<file path="src/icache_consts.svh">
`ifndef ICACHE_CONSTS_SVH
`define ICACHE_CONSTS_SVH

// cache geometry
`define ICACHE_WAYS        4
`define ICACHE_WAY_W       2   // way index width
`define ICACHE_SETS        16
`define ICACHE_SET_W       4
`define ICACHE_LINE_WORDS  4   // also the burst length
`define ICACHE_OFFSET_W    4   // byte offset within a line

// address and data widths
`define ICACHE_PADDR_W     32
`define ICACHE_TAG_W       24
`define ICACHE_WORD_W      32

// read channel
`define ICACHE_LEN_W       4   // beat count minus one

`endif
</file>
<file path="src/icache_sram.sv">
`include "icache_consts.svh"

module icache_sram #(
    parameter type entry_t = logic,
    parameter int  WAYS    = 4
) (
    input  logic                     clk,
    input  logic                     rst,
    input  logic [`ICACHE_SET_W-1:0] rd_set,
    output entry_t                   rd_data [WAYS],
    input  logic [WAYS-1:0]          wr_en,
    input  logic [`ICACHE_SET_W-1:0] wr_set,
    input  entry_t                   wr_data
);

    entry_t mem [`ICACHE_SETS][WAYS];

    // cleared on reset so every valid bit starts low
    always_ff @(posedge clk or posedge rst) begin
        if (rst) begin
            mem <= '{default: '0};
        end else begin
            for (int w = 0; w < WAYS; w++) begin
                if (wr_en[w]) begin
                    mem[wr_set][w] <= wr_data;
                end
            end
        end
    end

    // all ways of the set, one cycle after the index
    always_ff @(posedge clk) begin
        rd_data <= mem[rd_set];
    end

endmodule

</file>
<file path="config.mk">
export PLATFORM = sky130hd
export DESIGN_NAME = icache_sram
export DESIGN_NICKNAME = d
export VERILOG_FILES = /design/src/icache_sram.sv
export VERILOG_INCLUDE_DIRS = /design/src
export SDC_FILE = /design/constraint.sdc
export NUM_CORES = 1
export LEC_CHECK = 0
export ABC_CLOCK_PERIOD_IN_PS = 1800
export BUFFER_PORTS_ARGS = -buffer_cell sky130_fd_sc_hd__buf_2
export CAP_MARGIN = 25
export CORE_MARGIN = 2
export CORE_UTILIZATION = 40
export DETAILED_ROUTE_END_ITERATION = 10
export GPL_ROUTABILITY_DRIVEN = 0
export REMOVE_ABC_BUFFERS = 1
export SETUP_SLACK_MARGIN = 0.02
export SLEW_MARGIN = 20
export SYNTH_ARGS = -nofsm -noshare
export SYNTH_HDL_FRONTEND = slang
export SYNTH_SLANG_ARGS = --single-unit
</file>
<file path="constraint.sdc">
create_clock -name clk -period 1.8 [get_ports clk]
set_input_delay 0.18 -clock clk [delete_from_list [all_inputs] [get_ports clk]]
set_output_delay 0.18 -clock clk [all_outputs]
set_load 0.02 [all_outputs]
</file>
==> metrics.txt <==
CTS tree=yes; Synth Area in XOR/XNOR=0%; hold-critical path depth=3; Min Clock Period, post-route=1.39 ns; number of library cell types mapped by synthesis=26; Core ar.=8720 sq um; CP arrival=1.61 ns; antenna cells=0; power per cell area=1040 nW/um^2; fmax=718 MHz; simple-gate share of the synthesized area=15.5%; commonest cells in the netlist=68 x nand2_1, 64 x dfrtp_1, 43 x mux2_2, 19 x mux2_4, 16 x mux4_2; top-count cell post-synth=nand2_1; CP endpoint kind=register; nets=297; final wirelength=7.66 mm; CTS root buffer=clkbuf_8; VDD IR-drop max=478 uV; Slew @ Worst Pin=0.707 ns; total negative slack=0 ns; Setup Viol. Count Final=0; post-synthesis cell area=3610 sq um; period utilization=77.3%; Synth Area in Adders=0%; largest net degree at the start of global routing=65; Worst R2R Setup Slack=0.41 ns; CTS Buf Count=9; Max Cap Violations=0; Synth warnings=0; Total GRT Usage=17.0%; hold_sp=rd_set[2]; r2r startpoint=mem[49]; Synth Flop Type=dfrtp_1; Hold WC Path Type=in2reg; Port Buf Inserts=18; RSZ-0062 raised after global routing=no; TritonRoute pass-1 iters=4; max_slew headroom=52.9%; Slowest cell on crit path=mux4_2; largest family of logic cells by synthesized area=multiplexers; CTS sink cnt=68; CP required=2.02 ns; Power Total=4040 uW; Synth async-reset ratio=94.1%; Final Skew=0.00784 ns; #FFs+latches synth=68; DR vias=2198; die area=9800 sq um; IO Count=19; filler cell count=795; hpwl dp=4.90 mm; Congestion Overflow GR=0; outcome=finished, final reports clean; crit path max fanout=2; worst path cell trace=mux4_2 -> a22oi_1 -> nand3_1; vias per inst=5.56; clk buf depth=2; top area cells in the synthesized netlist=dfrtp_1 44%, mux2_2 13%, mux4_2 10%; compound-gate portion of the synthesized area=0.832%; CP startpoint kind=register; Initial Util=41.4%; DRC violation count after routing=0; Static Leak=0.00164 uW; Synth area leader=dfrtp_1; Clock Latency Late Sink=0.35 ns; mux cell area share after synthesis=31.9%; share of cells above drive strength 1=45.3%; P&R area growth vs syn=7.56%; critical path's largest stage delay=0.49 ns; global-route wire length before repair=13.0 mm; vias in the first global route=2281; Avg WL per Cell=19.4 um; Setup Fix Bufs, Post-CTS=0; Slew Viols, Final=0; Site Rows=34; synthesized instance count=271; RR Endpoint=rd_data[1]; initial drt markers=145; H-tree depth=3; die height=99.0 um; CTS clk-pin slew, worst paths=0.07 ns; Post-synth EDFFs=0; die width=99.0 um; top-area cell type share of the netlist area=44.4%; Synth Area per Inst=13.3 sq um; final hold vios=0; critical path class=reg2reg; remaining antenna violation count=0; antenna violations before repair=0; Seq/Total Area, Yosys=46.6%; Worst Hold End=rd_data[3]; worst r2r path cells=3
-- stage by stage --
stage | hold slack (ns) | worst slack, ns | cells | util [%] | instance area [sq um]
after floorplan | 0.312 | 0.0219 | 248 | - | 3430
after global placement | 0.288 | 0.165 | 378 | 42.5 | 3710
after detailed placement | 0.284 | 0.159 | 378 | 42.5 | 3710
after CTS | 0.194 | 0.403 | 395 | 44.5 | 3880
after global routing | 0.214 | 0.378 | 395 | 44.5 | 3880
final | 0.201 | 0.408 | 395 | 44.5 | 3880
-- timing repair --
action	CTS	global route
hold buffers	1	0
resized for setup	0	0
hold endpoints to repair	64	0
-- flip-flops by register name, summed over array words and instances, names as in the netlist --
signal / cells
rd_data: 4
mem: 64
-- worst max-delay path, delay by kind of cell, from the launching register on --
| kind | cells | cell delay, ns |
|---|---|---|
| compound gates | 1 | 0.28 |
| flops | 1 | 0.39 |
| mux | 1 | 0.49 |
| simple gates | 1 | 0.11 |
-- power by group --
part / total (uW) / leakage (uW) / switching (uW) / internal (uW)
Clock: 1100 / 0.0000872 / 566 / 533
Sequential: 2090 / 0.000818 / 204 / 1890
Combinational: 854 / 0.000735 / 327 / 527
-- cell families (layout without fill, tap and decap cells) --
group,count (synthesis),count (layout)
compound gates,4,4
buf+inv,24,40
flops,68,68
mux,80,80
simple gates,95,95
-- layout by cell type, fill, tap and decap left out, drive strengths merged --
cell	n
dfrtp	64
nand2	68
dfxtp	4
nor4	1
inv	1
buf	22
nor2b	2
and4	1
mux4	16
clkinv	3
dlygate4sd3	1
and4bb	6
nor4b	4
mux2	64
a22oi	4
and4b	4
nand3	8
nor2	1
clkbuf	13
-- layout make-up --
cell class / count / area (sq um) / share of cell area (%)
Inverter: 1 / 3.75 / 0.0967
Timing Repair Buffer: 23 / 155 / 4.00
Sequential cell: 68 / 1680 / 43.3
Clock inverter: 3 / 15.0 / 0.387
Tap cell: 108 / 135 / 3.48
Multi-Input combinational cell: 179 / 1740 / 44.9
Clock buffer: 13 / 149 / 3.84
-- layer usage --
| layer | part of all wire [%] | GRT usage [%] |
|---|---|---|
| met5 | 0 | 0 |
| met1 | 49 | 25.6 |
| met4 | 1.7 | 6.22 |
| met3 | 5.0 | 3.76 |
| met2 | 44 | 24.1 |
-- how the worst max path moves through the flow --
stage,startpoint,end
floorplan,rst,mem[0]
global placement,rd_set[0],rd_data[1]
detailed placement,rd_set[0],rd_data[1]
CTS,mem[49],rd_data[1]
global route,mem[49],rd_data[1]
finish,mem[49],rd_data[1]
Power figures use the tool's default switching activity.
