## src/icache_consts.svh

```systemverilog
`ifndef ICACHE_CONSTS_SVH
`define ICACHE_CONSTS_SVH

// cache geometry
`define ICACHE_WAYS        4
`define ICACHE_WAY_W       2   // way index width
`define ICACHE_SETS        16
`define ICACHE_SET_W       4
`define ICACHE_LINE_WORDS  4   // also the burst length
`define ICACHE_OFFSET_W    4   // byte offset within a line

// address and data widths
`define ICACHE_PADDR_W     32
`define ICACHE_TAG_W       24
`define ICACHE_WORD_W      32

// read channel
`define ICACHE_LEN_W       4   // beat count minus one

`endif
```

## src/icache_plru.sv

```systemverilog
`include "icache_consts.svh"

module icache_plru (
    input  logic                     clk,
    input  logic                     rst,
    input  logic [`ICACHE_SET_W-1:0] set,
    input  logic                     touch,
    input  logic [`ICACHE_WAY_W-1:0] touch_way,
    output logic [`ICACHE_WAY_W-1:0] victim
);

    // bit 0 root, bit 1 picks within ways 0/1, bit 2 within ways 2/3
    logic [`ICACHE_SETS-1:0][2:0] tree;
    logic [2:0]                   cur;

    assign cur = tree[set];

    // follow the pointers toward the least recently used way
    always_comb begin
        if (cur[0]) begin
            victim = {1'b1, cur[2]};
        end else begin
            victim = {1'b0, cur[1]};
        end
    end

    always_ff @(posedge clk or posedge rst) begin
        if (rst) begin
            tree <= '0;
        end else if (touch) begin
            tree[set][0] <= ~touch_way[1];  // root points to the other half
            if (touch_way[1]) begin
                tree[set][2] <= ~touch_way[0];
            end else begin
                tree[set][1] <= ~touch_way[0];
            end
        end
    end

endmodule

```

## config.mk

```make
export PLATFORM = sky130hd
export DESIGN_NAME = icache_plru
export DESIGN_NICKNAME = d
export VERILOG_FILES = /design/src/icache_plru.sv
export VERILOG_INCLUDE_DIRS = /design/src
export SDC_FILE = /design/constraint.sdc
export NUM_CORES = 1
export LEC_CHECK = 0
export BUFFER_PORTS_ARGS = -buffer_cell sky130_fd_sc_hd__buf_2
export CAP_MARGIN = 30
export CORE_MARGIN = 1
export CORE_UTILIZATION = 55
export DETAILED_ROUTE_END_ITERATION = 12
export HOLD_SLACK_MARGIN = 0.06
export PLACE_DENSITY_LB_ADDON = 0.25
export SYNTH_ARGS = -nofsm -noshare
export SYNTH_HDL_FRONTEND = slang
export SYNTH_SLANG_ARGS = --single-unit
```

## constraint.sdc

```tcl
create_clock -name clk -period 1.83 [get_ports clk]
set_input_delay 0.366 -clock clk [delete_from_list [all_inputs] [get_ports clk]]
set_output_delay 0.366 -clock clk [all_outputs]
set_load 0.03 [all_outputs]
```

==> key figures <==
Place
  – Pre-CTS setup slack: -492 ps
  – RD Place Congestion: 0.896
  – Area after DPL: 2730 um2
  – DP HPWL: 4140 um
  – Port Buffers: 10

Worst setup path
  – Setup CP Type: flop to primary output
  – CP Data Arrival Time: 1930 ps
  – Worst path max stage delay: 480 ps
  – Crit Path Max Fanout: 2
  – Crit path buf inv count: 1
  – Critical path launch point type: flop
  – Worst EP required: 1460 ps
  – CP delay by family, top: multiplexers
  – Critical-path cell with the highest stage delay: mux4_2
  – Critical-path cell list: mux4_2 > a22oi_2 > nand3_4 > mux2_4 > buf_6
  – Crit end category: primary output

Clock tree
  – Clk root buf: clkbuf_8
  – CTS tree: built
  – Inserted Clock Buffers: 5
  – Clk buf depth: 2
  – H-Tree Depth: 2
  – Later-pin clock latency in the skew report: between 200 and 300 ps
  – # clock sinks: 48
  – Clock transition at path regs: 80 ps

STA
  – Final WS setup: -468 ps
  – Max Slew Vio Count: 0
  – Slew margin rel.: 0.780
  – Unrepaired setup endpoints after global routing: yes
  – Clk_skew: 0 ps
  – Final period utilization: 1.26
  – Final Critical Period: around 2300 ps
  – Measured slew at the worst slew-check pin: 328 ps
  – Fmax: between 400 and 500 MHz
  – Worst hold slack: 91.2 ps
  – Final Hold Vio Count: 0
  – # setup viols final: 2

Layout
  – N_diodes: 0
  – Fillcell total: 341
  – Max reg flops: between 40 and 50
  – Regs by FF count: tree: 48 flops
  – Final instance area: roughly 2900 um2
  – Area grow syn2layout: 17.0%
  – Nets: 260
  – Commonest non-fill, non-tap cells in the layout: 48 x dfrtp_1, 30 x buf_4, 20 x nand2_1
  – Ratio of cells with drive above 1 in the final layout: 0.282
  – Commonest non-fill, non-tap cell in the layout: dfrtp_1
  – Register with the highest flop count: tree

Drt
  – Wire per inst: 19.0 um
  – Remaining DRCs: 0
  – Routed Antenna Nets: 0
  – Routed wire length: 5780 um
  – 1st-pass router iterations: 4
  – Initial DRC count: ~230
  – Via count: 1,898
  – Via/cell ratio: roughly 6.2

Yosys
  – Top-area cell type share of the netlist area: 0.485
  – Register area share after synthesis: 0.485
  – Top FF cell, synth: dfrtp_1
  – Number of flops mapped to enable cells by yosys: 0
  – Fraction of registers with async set or reset after synthesis: 1.00
  – Synth area leaders: dfrtp_1 49%, mux4_1 7.4%, mux4_2 4.6%
  – Syn Area/Cell: 11.1 um2
  – Mapped Area: between 2000 and 2500 um2
  – Flop and latch count out of synthesis: 48
  – Syn Inst Count: 223
  – Yosys warns: 0
  – Synth unique cells: 36
  – Net count after synthesis: 232
  – Area leader, netlist: dfrtp_1

Min path
  – Hold WC Path Type: input port to asynchronous set/reset pin

Floorplan
  – # rows: 24
  – Die height: around 70 um
  – I/O Pins: 11
  – Die footprint: approximately 4800 um2
  – Starting Density: 0.568
  – Die Wd: ~69 um
  – Core ar.: 4350 um2

GRT
  – Largest net degree at the start of global routing: 49
  – Met1 usage: 0.362
  – Met2 usage: 0.434
  – GR peak layer: met2
  – Initial antenna violation count: 0
  – Total global-route track usage: 0.265
  – Met3 Use GR: 0.0482
  – Gr ovfl total: 0
  – Vias in the first global route: between 1,500 and 2,000
  – First-pass GRT wire length: about 10000 um

Run status
  – Status: finished with violations
  – Failing checks: setup timing

Pwr
  – Static Leak: 0.00127 uW
  – Design Power: 2890 uW
  – VDD IR-drop max: 0.629 mV
  – Pwr dens: approximately 1000 nW/um2

Job
  – Number of max-cap violations: 0
-- power breakdown --
part | switching [uW] | leakage, uW | total, uW | internal [uW]
logic | 299 | 0.000612 | 663 | 364
clock network | 340 | 0.0000645 | 822 | 482
registers | 133 | 0.000592 | 1400 | 1270
total | 772 | 0.00127 | 2890 | 2110
-- per-stage QoR --
step	std cells	util	setup TNS [ps]
final	304	0.665	-857
after global routing	304	0.665	-974
after CTS	303	0.661	-884
after detailed placement	294	0.627	-2470
after global placement	294	0.627	-1900
after floorplan	223	-	-271
-- layout make-up --
| type | instances | area, um2 | area share |
|---|---|---|---|
| Multi-Input combinational cell | 149 | 1160 | 0.399 |
| Sequential cell | 48 | 1200 | 0.415 |
| Tap cell | 52 | 65.1 | 0.0225 |
| Inverter | 4 | 15.0 | 0.00518 |
| Clock buffer | 7 | 96.3 | 0.0333 |
| Timing Repair Buffer | 43 | 333 | 0.115 |
| Clock inverter | 1 | 30.0 | 0.0104 |
-- worst paths after layout --
| check | startpoint | endpoint | slack (ps) | cells after the start |
|---|---|---|---|---|
| max | tree[9] | victim[0] | -470 | 5 |
| min | rst | tree[35] | 90 | 3 |
| max reg2reg | tree[11] | tree[11] | 1010 | 3 |
| min reg2reg | tree[32] | tree[32] | 490 | 2 |
| max in group asynchronous | rst | tree[22] | 1520 | 3 |
| min in group clk | tree[32] | tree[32] | 490 | 2 |
-- kinds of logic (layout without fill, tap and decap cells) --
| group | Yosys count | in the layout | share of synthesized area |
|---|---|---|---|
| flip-flops | 48 | 48 | 0.485 |
| multiplexers | 21 | 21 | 0.161 |
| buffers and inverters | 26 | 55 | 0.0521 |
| AO/OA/AOI/OAI | 59 | 59 | 0.160 |
| AND/OR/NAND/NOR | 69 | 69 | 0.141 |
-- synthesized netlist by cell type, drive strengths merged (3+ instances only) --
master	n
nor2b	4
a21oi	9
dfrtp	48
buf	14
a22oi	3
o21ai	12
nor3	9
nor2	14
a31oi	5
clkbuf	8
mux2	7
o21a	13
o31ai	11
o41ai	6
nand2	20
nand3	11
inv	4
mux4	12
-- metal layers --
| layer | wire length (um) | share of wire |
|---|---|---|
| met1 | 2470 | 0.43 |
| met2 | 2990 | 0.52 |
| met3 | 274 | 0.047 |
| met4 | 54 | 0.0093 |
| met5 | 0 | 0 |
-- worst register-to-register path, delay by kind of cell, from the launching register on --
| family | cells | cell delay (ps) |
|---|---|---|
| AO/OA/AOI/OAI | 2 | 160 |
| buffers and inverters | 1 | 130 |
| flip-flops | 1 | 400 |
-- repair_timing --
action	4_1_cts	5_1_grt
pin swaps	2	0
hold buffers	0	0
gates resized for setup	5	6
endpoints found under the setup margin	2	3
buffers inserted	2	2
Note: power is estimated with default switching activity, not from simulation.
