### config.mk
export PLATFORM = sky130hd
export DESIGN_NAME = icache_refill
export DESIGN_NICKNAME = d
export VERILOG_FILES = /design/src/icache_pkg.sv /design/src/icache_refill.sv
export VERILOG_INCLUDE_DIRS = /design/src
export SDC_FILE = /design/constraint.sdc
export NUM_CORES = 1
export LEC_CHECK = 0
export ABC_AREA = 1
export BUFFER_PORTS_ARGS = -buffer_cell sky130_fd_sc_hd__buf_2
export CORE_ASPECT_RATIO = 1.1
export CORE_MARGIN = 3
export CORE_UTILIZATION = 23
export DETAILED_ROUTE_END_ITERATION = 16
export PLACE_DENSITY = 0.49
export SLEW_MARGIN = 20
export SYNTH_ARGS = -nofsm -noshare
export SYNTH_HDL_FRONTEND = slang
export SYNTH_SLANG_ARGS = --single-unit
### constraint.sdc
create_clock -name clk -period 6.8 [get_ports clk]
set_input_delay 1.02 -clock clk [delete_from_list [all_inputs] [get_ports clk]]
set_output_delay 1.02 -clock clk [all_outputs]
set_load 0.1 [all_outputs]
### src/icache_consts.svh
`ifndef ICACHE_CONSTS_SVH
`define ICACHE_CONSTS_SVH

// cache geometry
`define ICACHE_WAYS        4
`define ICACHE_WAY_W       2   // way index width
`define ICACHE_SETS        16
`define ICACHE_SET_W       4
`define ICACHE_LINE_WORDS  4   // also the burst length
`define ICACHE_OFFSET_W    4   // byte offset within a line

// address and data widths
`define ICACHE_PADDR_W     32
`define ICACHE_TAG_W       24
`define ICACHE_WORD_W      32

// read channel
`define ICACHE_LEN_W       4   // beat count minus one

`endif
### src/icache_pkg.sv
`include "icache_consts.svh"

package icache_pkg;

    // fetch request, byte address
    typedef struct packed {
        logic [`ICACHE_PADDR_W-1:0] addr;
    } fetch_req_t;

    // one cache line, word 0 at the lowest address
    typedef struct packed {
        logic [`ICACHE_LINE_WORDS-1:0][`ICACHE_WORD_W-1:0] word;
    } line_t;

    typedef struct packed {
        line_t                      line;
        logic [`ICACHE_PADDR_W-1:0] addr;  // line aligned
    } fetch_rsp_t;

    typedef struct packed {
        logic                     valid;
        logic [`ICACHE_TAG_W-1:0] tag;
    } tag_entry_t;

    // read address channel payload
    typedef struct packed {
        logic [`ICACHE_PADDR_W-1:0] addr;
        logic [`ICACHE_LEN_W-1:0]   len;
    } mem_ar_t;

    // read data channel payload
    typedef struct packed {
        logic [`ICACHE_WORD_W-1:0] data;
        logic                      last;
    } mem_r_t;

endpackage

### src/icache_refill.sv
`include "icache_consts.svh"

module icache_refill (
    input  logic                       clk,
    input  logic                       rst,
    input  logic                       start,
    input  logic [`ICACHE_PADDR_W-1:0] line_addr,
    output logic                       ar_valid,
    output icache_pkg::mem_ar_t        ar,
    input  logic                       ar_ready,
    input  logic                       r_valid,
    input  icache_pkg::mem_r_t         r,
    output logic                       r_ready,
    output logic                       done,
    output icache_pkg::line_t          line
);

    localparam int BEAT_W = $clog2(`ICACHE_LINE_WORDS);

    typedef enum logic [1:0] {
        RF_IDLE,
        RF_ADDR,
        RF_DATA
    } rf_state_t;

    rf_state_t                  state;
    logic [BEAT_W-1:0]          beat;
    logic [`ICACHE_PADDR_W-1:0] addr_q;

    assign ar_valid = (state == RF_ADDR);
    assign r_ready  = (state == RF_DATA);
    assign ar       = '{addr: addr_q, len: `ICACHE_LEN_W'(`ICACHE_LINE_WORDS - 1)};

    always_ff @(posedge clk or posedge rst) begin
        if (rst) begin
            state <= RF_IDLE;
            beat  <= '0;
            done  <= 1'b0;
        end else begin
            done <= 1'b0;
            case (state)
                RF_IDLE: if (start) state <= RF_ADDR;
                RF_ADDR: begin
                    if (ar_ready) begin
                        state <= RF_DATA;
                        beat  <= '0;
                    end
                end
                RF_DATA: begin
                    if (r_valid) begin
                        beat <= beat + 1'b1;
                        if (r.last) begin  // burst end comes from the bus
                            state <= RF_IDLE;
                            done  <= 1'b1;
                        end
                    end
                end
                default: state <= RF_IDLE;
            endcase
        end
    end

    always_ff @(posedge clk) begin
        if (start && state == RF_IDLE) addr_q <= line_addr;
        if (state == RF_DATA && r_valid) line.word[beat] <= r.data;
    end

endmodule

==> results.cfg, run 1 <==
[outcome]
outcome = complete, no violations

[grt]
grt_pass1_vias = 3023
grt_max_degree = 33
antenna_found_initial = 1
grt_overflow = 0
track_usage = 0.0987
grt_pass1_wl_mm = 17.7

[worst_setup_path]
critPathLaunch = state[0]
cp_data_required_time_ps = 5780
path_class = flop to output port
reg2reg_from = state[0]
start_kind = flop
endpoint_kind = output port
path_max_fanout = 5
arrival_ps = 1510

[synth]
ys_async_sr_fraction = 0.0303
synth_area_leaders = edfxtp_1 (93%), dfrtp_1 (2.4%), ha_1 (0.97%)
ys_warn_count = 0
synth_most_common_cell = edfxtp_1
synth_top_cell_by_area = edfxtp_1
syn_inst = 208
ys_ff_latch = 165
synth_common_cells = edfxtp_1 (160), inv_1 (11), nand2_1 (7), nor2_1 (7), dfrtp_1 (5)
synth_area_per_cell_sq_um = 24.8
synth_edf_count = 160
yosys.area.top_type_share = 0.932
synth_ff_type = edfxtp_1
synth.distinct_cells = 12
syn-cell-area_sq_mm = 0.00515
yosysSeqAreaShare = 0.957

[place]
postPlaceCellArea_sq_mm = 0.00670
port_buffers = 232
place_congestion = 0.771
dp_hpwl_mm = 8.42

[detailed_routing]
dr.pass1.iters = 4
drt_iter0_drc = 93
drc = 0
via_count = 2844
viasPerCell = 3.72
avgRoutedWirePerCell_um = 15.7
routed_wl_mm = 12.0
postRouteAntennaNets = 0

[timing]
fin_crit_sh = 0.372
worst_pin_slew_ps = 624
fin_crit_ps = 2530
slew_violations = 0
slew-limit-headroom = 0.583
max_freq_mhz = 395
fin_skew_ps = 4.99
finalSetupViolCount = 0
rsz0062_at_grt = false
hold_viol_final = 0
setup_tns_ps = 0

[floorplanning]
dieHeight_um = 163
die_area_sq_mm = 0.0242
core_area_sq_mm = 0.0217
die_w_um = 149
io_pins = 237
row_count = 56
start_util = 0.238

[clock_network]
ctsHoldBuffers = 0
root_buffer = clkbuf_16
cts_resized = 0
cts.sinks = 165
cts.reportedPaths.clkPinSlew_ps = 60
h-tree-depth = 4
tritoncts = built
clk_path_buf_depth = 2
insertion_delay_ps = 410
postCtsSetupRepairBufs = 0
tritoncts.num_buffers = 17

[power]
p_leak_nw = 2.91
irDropWorstVdd_v = 0.000206
p_per_area_mw_per_mm2 = 409

[final_layout]
multi_input_area_sq_um = 193
fillers = 2093
n_antenna_cell = 0
final_layout_size_suffix_gt1_frac = 0.572
fin_area_sq_mm = 0.00741
syn_to_final_growth_pct = 43.7
layout.nets = 536
regArea_sq_mm = 0.00493

[run]
drv_cap = 0

[worst_hold_path]
min_from = state[0]
hold_path_class = flop to flop
-- worst max-delay path, cell delays in order, from the launching register on --
cell     delay (ps)
dfrtp_1         390
inv_1           110
nor2_1          150
buf_2           450
-- sequential cells by signal, summed over array words and instances (netlist names) --
signal and flops:
beat 2, state 2, done 1, line 128, addr_q 32
-- metrics by stage --
stage	setup WS, ps	util	total power, W	std cells	hold slack (ps)
3_3_place_gp	3900	0.309	0.00207	729	462
5_1_grt	4170	0.342	0.00315	764	502
4_1_cts	4240	0.337	0.00306	760	486
3_5_place_dp	3820	0.309	0.00208	729	490
6_report	4270	0.342	0.00303	764	493
2_1_floorplan	3810	-	0.00193	210	454
-- layer usage --
metal / GRT usage / wire, um / vias up
li1: - / - / 1299
met1: 0.107 / 4550 / 1338
met2: 0.157 / 5570 / 194
met3: 0.0593 / 1720 / 11
met4: 0.0403 / 144 / 2
met5: 0 / 14 / -
-- power breakdown --
| part | switching (W) | internal (W) | leakage (nW) | total, W |
|---|---|---|---|---|
| logic | 0.000712 | 0.0000925 | 1.10 | 0.000804 |
| registers | 0.0000291 | 0.00123 | 1.52 | 0.00126 |
| clock network | 0.000391 | 0.000582 | 0.295 | 0.000972 |
-- cell type report --
| class | count | area share |
|---|---|---|
| sequential | 165 | 0.666 |
| timing repair buffer | 237 | 0.173 |
| inverter | 11 | 0.00558 |
| tap | 290 | 0.0490 |
| multi-input combinational | 30 | 0.0260 |
| clock buffer | 17 | 0.0574 |
| clock inverter | 14 | 0.0237 |
-- final timing paths --
kind | to | slack, ps | depth (start not counted)
worst min register to register | done | 490 | 1
max in group asynchronous | beat[1] | 6110 | 2
worst max-delay path | ar_valid | 4270 | 3
min in group asynchronous | done | 510 | 2
worst max register to register | line[17] | 4700 | 4
worst min-delay path | done | 490 | 1
-- cells in the final DEF, fill, tap and decap left out --
master / netlist / routed
buf_2: 0 / 232
nor2_2: 0 / 1
clkbuf_16: 0 / 17
edfxtp_1: 160 / 160
bufinv_16: 0 / 3
nand3_1: 4 / 4
nand2_1: 7 / 7
clkinv_1: 0 / 2
inv_8: 0 / 1
nor3_1: 1 / 1
inv_1: 11 / 11
ha_1: 4 / 4
dfrtp_1: 5 / 5
buf_4: 4 / 1
conb_1: 2 / 4
clkinv_4: 0 / 3
o21ai_0: 1 / 1
nand4_1: 2 / 2
clkinv_2: 0 / 1
nor2_1: 7 / 2
nor2_4: 0 / 4
buf_16: 0 / 4
inv_6: 0 / 4
-- cell families (layout without fill, tap and decap cells) --
group | Yosys count | count (layout) | synth area share
buffers and inverters | 15 | 279 | 0.0138
and+or+nand+nor | 21 | 21 | 0.0175
DFF | 165 | 165 | 0.957
other | 2 | 4 | 0.00146
adders and majority gates | 4 | 4 | 0.00971
AOI/OAI and AO/OA | 1 | 1 | 0.000970
(Power assumes the default switching activity.)
==> run 2: changes to the inputs <==
--- a/config.mk
+++ b/config.mk
@@ -12,7 +12,7 @@
 export CORE_MARGIN = 3
 export CORE_UTILIZATION = 23
 export DETAILED_ROUTE_END_ITERATION = 16
-export PLACE_DENSITY = 0.49
+export PLACE_DENSITY = 0.51
 export SLEW_MARGIN = 20
 export SYNTH_ARGS = -nofsm -noshare
 export SYNTH_HDL_FRONTEND = slang
==> constraint.sdc (replaced) <==
create_clock -name clk -period 2.15 [get_ports clk]
set_input_delay 0.3225 -clock clk [delete_from_list [all_inputs] [get_ports clk]]
set_output_delay 0.3225 -clock clk [all_outputs]
set_load 0.1 [all_outputs]
==> run 2 against run 1 <==
Non-clock buffer count up 5; critical path depth unchanged; clock power rose to 3.1 times the previous value; critical endpoint is now r_ready; via count up 1.7%; clock skew up 2.2 ps; first-iteration DRC count up 23%; highest routed layer is now met4.
==> results.cfg, run 2 (same netlist as run 1, synthesis figures left out) <==
[outcome]
outcome = complete, no violations

[clock_network]
h-tree-depth = 4
root_buffer = clkbuf_16
clk_path_buf_depth = 2
insertion_delay_ps = 410
cts.reportedPaths.clkPinSlew_ps = 70
tritoncts.num_buffers = 17
tritoncts = built
cts.sinks = 165
cts_resized = 0
postCtsSetupRepairBufs = 0

[floorplanning]
row_count = 56
core_area_sq_mm = 0.0217
dieHeight_um = 163
die_w_um = 149
die_area_sq_mm = 0.0242
io_pins = 237
start_util = 0.238

[worst_setup_path]
arrival_ps = 1520
cp_data_required_time_ps = 1830
timing.critical_path.slowest_cell_delay_ps = 460
r2r_slack_ps = 440
endpoint_kind = output port
path_class = flop to output port
crit_chain = inv_1, nor2_1, buf_2
slowest_stage = buf_2
path_max_fanout = 5
start_kind = flop

[grt]
track_usage = 0.101
grt_pass1_vias = 3111
grt_overflow = 0
grt_pass1_wl_mm = 18.1
grt_max_degree = 33
antenna_found_initial = 0

[place]
dp_hpwl_mm = 9.11
place_congestion = 0.728
place_ws_ps = 417
port_buffers = 232
postPlaceCellArea_sq_mm = 0.00681

[timing]
max_freq_mhz = 541
fin_crit_ps = 1850
finalSetupViolCount = 0
slew-limit-headroom = 0.643
slew_violations = 0
rsz0062_at_grt = false
fin_crit_sh = 0.859
setup_tns_ps = 0
fin_ws_ps = 303
worst_pin_slew_ps = 539
hold_viol_final = 0
fin_skew_ps = 7.24

[detailed_routing]
drt_iter0_drc = 114
routed_wl_mm = 12.3
dr.pass1.iters = 4
viasPerCell = 3.76
avgRoutedWirePerCell_um = 16.0
drc = 0
postRouteAntennaNets = 0
via_count = 2893

[worst_hold_path]
hold_path_class = primary input to flop

[final_layout]
fin_area_sq_mm = 0.00741
layout_commonest_cell = buf_2
n_antenna_cell = 0
final_layout_size_suffix_gt1_frac = 0.578
layout_common_cells = buf_2 (232), edfxtp_1 (160), clkbuf_16 (17), inv_1 (11), nand2_1 (7)
syn_to_final_growth_pct = 43.8
layout.nets = 541
largest_reg_flops = 128

[run]
drv_cap = 0

[power]
finalPower_w = 0.00955
irDropWorstVdd_v = 0.000823
p_leak_nw = 2.91
p_per_area_mw_per_mm2 = 1290
-- run 2: routing by layer --
layer  vias up  global-route usage  share of wire  routed length (um)
met4         0              0.0370          0.013                 157
met3        10              0.0565           0.13                1640
li1       1313                   -              -                   -
met2       186               0.167           0.48                5880
met5         -                   0              0                   0
met1      1384               0.109           0.38                4640
-- run 2: power by group --
part           internal, W  leakage [nW]  total, W  switching, W
logic             0.000296          1.11   0.00255       0.00226
registers          0.00388          1.52   0.00398     0.0000997
clock network      0.00174         0.280   0.00302       0.00129
-- run 2: layout make-up --
type	instances	area, sq um
clock inverter	14	169
sequential	165	4930
inverter	11	41.3
timing repair buffer	242	1290
fill	2103	14200
tap	290	363
clock buffer	17	425
multi-input combinational	30	193
-- run 2: metrics by stage --
stage	hold slack (ps)	utilization	instances
3_3_place_gp	243	0.314	737
3_5_place_dp	253	0.314	737
5_1_grt	52.6	0.342	769
6_report	81.7	0.342	769
2_1_floorplan	101	-	210
4_1_cts	55.2	0.342	769
-- run 2: final timing paths --
| kind | endpoint | depth (start not counted) | startpoint |
|---|---|---|---|
| setup / recovery | r_ready | 3 | state[1] |
| hold / removal | addr_q[23] | 1 | line_addr[23] |
| setup reg to reg | line[30] | 4 | state[0] |
| hold reg to reg | done | 1 | state[0] |
| max in group asynchronous | beat[0] | 3 | rst |
| min in group asynchronous | beat[1] | 3 | rst |
-- run 2: repair_timing --
action,4_1_cts,5_1_grt
setup endpoints to repair,0,0
endpoints found under the hold margin,5,0
hold buffers,1,0
-- run 2: critical path, delay by kind of cell, from the launching register on --
kind / cells / cell delay (ps)
buffers and inverters: 2 / 560
flip-flops: 1 / 410
AND/OR/NAND/NOR: 1 / 150
==> run 3: changes to the inputs <==
--- a/config.mk
+++ b/config.mk
@@ -7,7 +7,7 @@
 export NUM_CORES = 1
 export LEC_CHECK = 0
 export ABC_AREA = 1
-export BUFFER_PORTS_ARGS = -buffer_cell sky130_fd_sc_hd__buf_2
+export BUFFER_PORTS_ARGS = -buffer_cell sky130_fd_sc_hd__clkbuf_2
 export CORE_ASPECT_RATIO = 1.1
 export CORE_MARGIN = 3
 export CORE_UTILIZATION = 23
==> run 3 against run 2 <==
Power rose by 1.3%; non-clock buffer count did not move; critical endpoint is now ar_valid; largest cell class unchanged; highest routed layer unchanged; register-to-register slack got worse by 30 ps; worst setup slack got worse by 38 ps.
==> results.cfg, run 3 (same netlist as run 1, synthesis figures left out) <==
[timing]
rsz0062_at_grt = false
slew-limit-headroom = 0.606
max_freq_mhz = 531
fin_skew_ps = 11.4
hold_viol_final = 0
slew_violations = 0
finalSetupViolCount = 0
fin_ws_ps = 265
timing.hold.ws_ps = 72.9
fin_crit_sh = 0.877
worst_pin_slew_ps = 594
fin_crit_ps = 1880

[place]
port_buffers = 232
dp_cells = 737
place_congestion = 0.719
dp_hpwl_mm = 9.27
place_ws_ps = 400

[grt]
track_usage = 0.102
grt_overflow = 0
grt_pass1_wl_mm = 18.2
grt_max_degree = 33
antenna_found_initial = 0
grt_pass1_vias = 3115

[floorplanning]
io_pins = 237
die_area_sq_mm = 0.0242
dieHeight_um = 163
start_util = 0.238
row_count = 56
core_area_sq_mm = 0.0217
die_w_um = 149

[worst_setup_path]
timing.rr.end = line[78]
path_class = flop to output port
cp_top_family = buffers and inverters
crit_chain = inv_1, nor2_1, clkbuf_2
slowest_stage = clkbuf_2
timing.critical_path.slowest_cell_delay_ps = 490
cp_data_required_time_ps = 1830
path_max_fanout = 5
critical_path_buf_inv_count = 2
arrival_ps = 1560
r2r_slack_ps = 410
start_kind = flop
r2r_cells = 4
reg2reg_from = state[0]
endpoint_kind = output port

[detailed_routing]
viasPerCell = 3.73
avgRoutedWirePerCell_um = 16.0
dr.pass1.iters = 4
postRouteAntennaNets = 0
routed_wl_mm = 12.3
via_count = 2871
drt_iter0_drc = 76
drc = 0

[clock_network]
h-tree-depth = 4
postCtsSetupRepairBufs = 0
tritoncts = built
tritoncts.num_buffers = 17
insertion_delay_ps = 420
cts.reportedPaths.clkPinSlew_ps = 70
clk_path_buf_depth = 2
cts.sinks = 165
root_buffer = clkbuf_16

[power]
irDropWorstVdd_v = 0.000771
p_leak_nw = 2.96
p_per_area_mw_per_mm2 = 1300

[worst_hold_path]
min_to = addr_q[5]
hold_path_class = primary input to flop
whs_path_depth = 1
min_from = line_addr[5]

[final_layout]
utilization = 0.344
syn_to_final_growth_pct = 44.3
layout_commonest_cell = clkbuf_2
final_layout_size_suffix_gt1_frac = 0.577
layout_common_cells = clkbuf_2 (232), edfxtp_1 (160), clkbuf_16 (17), inv_1 (11), nand2_1 (7)
fillers = 2071
largest_reg_flops = 128
final_cells = 770
n_antenna_cell = 0
layout.nets = 541

[run]
drv_cap = 0

[outcome]
outcome = complete, no violations
==> run 3: cell types whose count changed in the layout (fill, tap and decap cells not counted), sizes merged <==
cell,previous run,this run
clkinv,4,1
clkinvlp,3,5
buf,241,9
bufinv,2,3
clkbuf,17,250
==> run 3: area by class of cell <==
type	instances	area (sq um)	area share
Clock buffer	18	429	0.0577
Clock inverter	14	193	0.0259
Inverter	11	41.3	0.00555
Multi-Input combinational cell	30	193	0.0259
Sequential cell	165	4930	0.663
Tap cell	290	363	0.0488
Timing Repair Buffer	242	1290	0.173
==> run 3: worst max-delay path by stage <==
stage                   from        to  slack (ps)  cells past startpoint
floorplan           state[0]   line[0]        -320                      3
global placement    state[0]  line[90]         430                      4
detailed placement  state[0]  line[98]         400                      4
CTS                 state[1]   r_ready         230                      3
global route        state[1]   r_ready         160                      3
finish              state[0]  ar_valid         270                      3
==> run 3: timing repair <==
action / 4_1_cts / 5_1_grt
hold endpoints to repair: 5 / 0
hold buffers: 1 / 0
endpoints found under the setup margin: 0 / 0
resized for setup: 0 / 0
==> run 3: report_power, final <==
part / total, W / leakage [nW] / internal [W] / switching, W
Clock: 0.00315 / 0.286 / 0.00186 / 0.00129
Combinational: 0.00254 / 1.16 / 0.000284 / 0.00225
Sequential: 0.00399 / 1.52 / 0.00388 / 0.000110
Total: 0.00968 / 2.96 / 0.00603 / 0.00365
==> run 3: metal layers <==
metal | global-route usage | share of wire | vias up
met2 | 0.170 | 0.49 | 189
met5 | 0 | 0 | -
met1 | 0.108 | 0.37 | 1365
met3 | 0.0590 | 0.14 | 7
met4 | 0.0353 | 0.0093 | 0
li1 | - | - | 1310
==> run 3: metrics by stage <==
step / area [sq um] / setup TNS [ps] / power (W)
after floorplan: 5160 / -41120 / 0.00612
after global placement: 6810 / 0 / 0.00661
after detailed placement: 6810 / 0 / 0.00663
after CTS: 7440 / 0 / 0.00983
after global routing: 7440 / 0 / 0.0100
final: 7440 / 0 / 0.00968
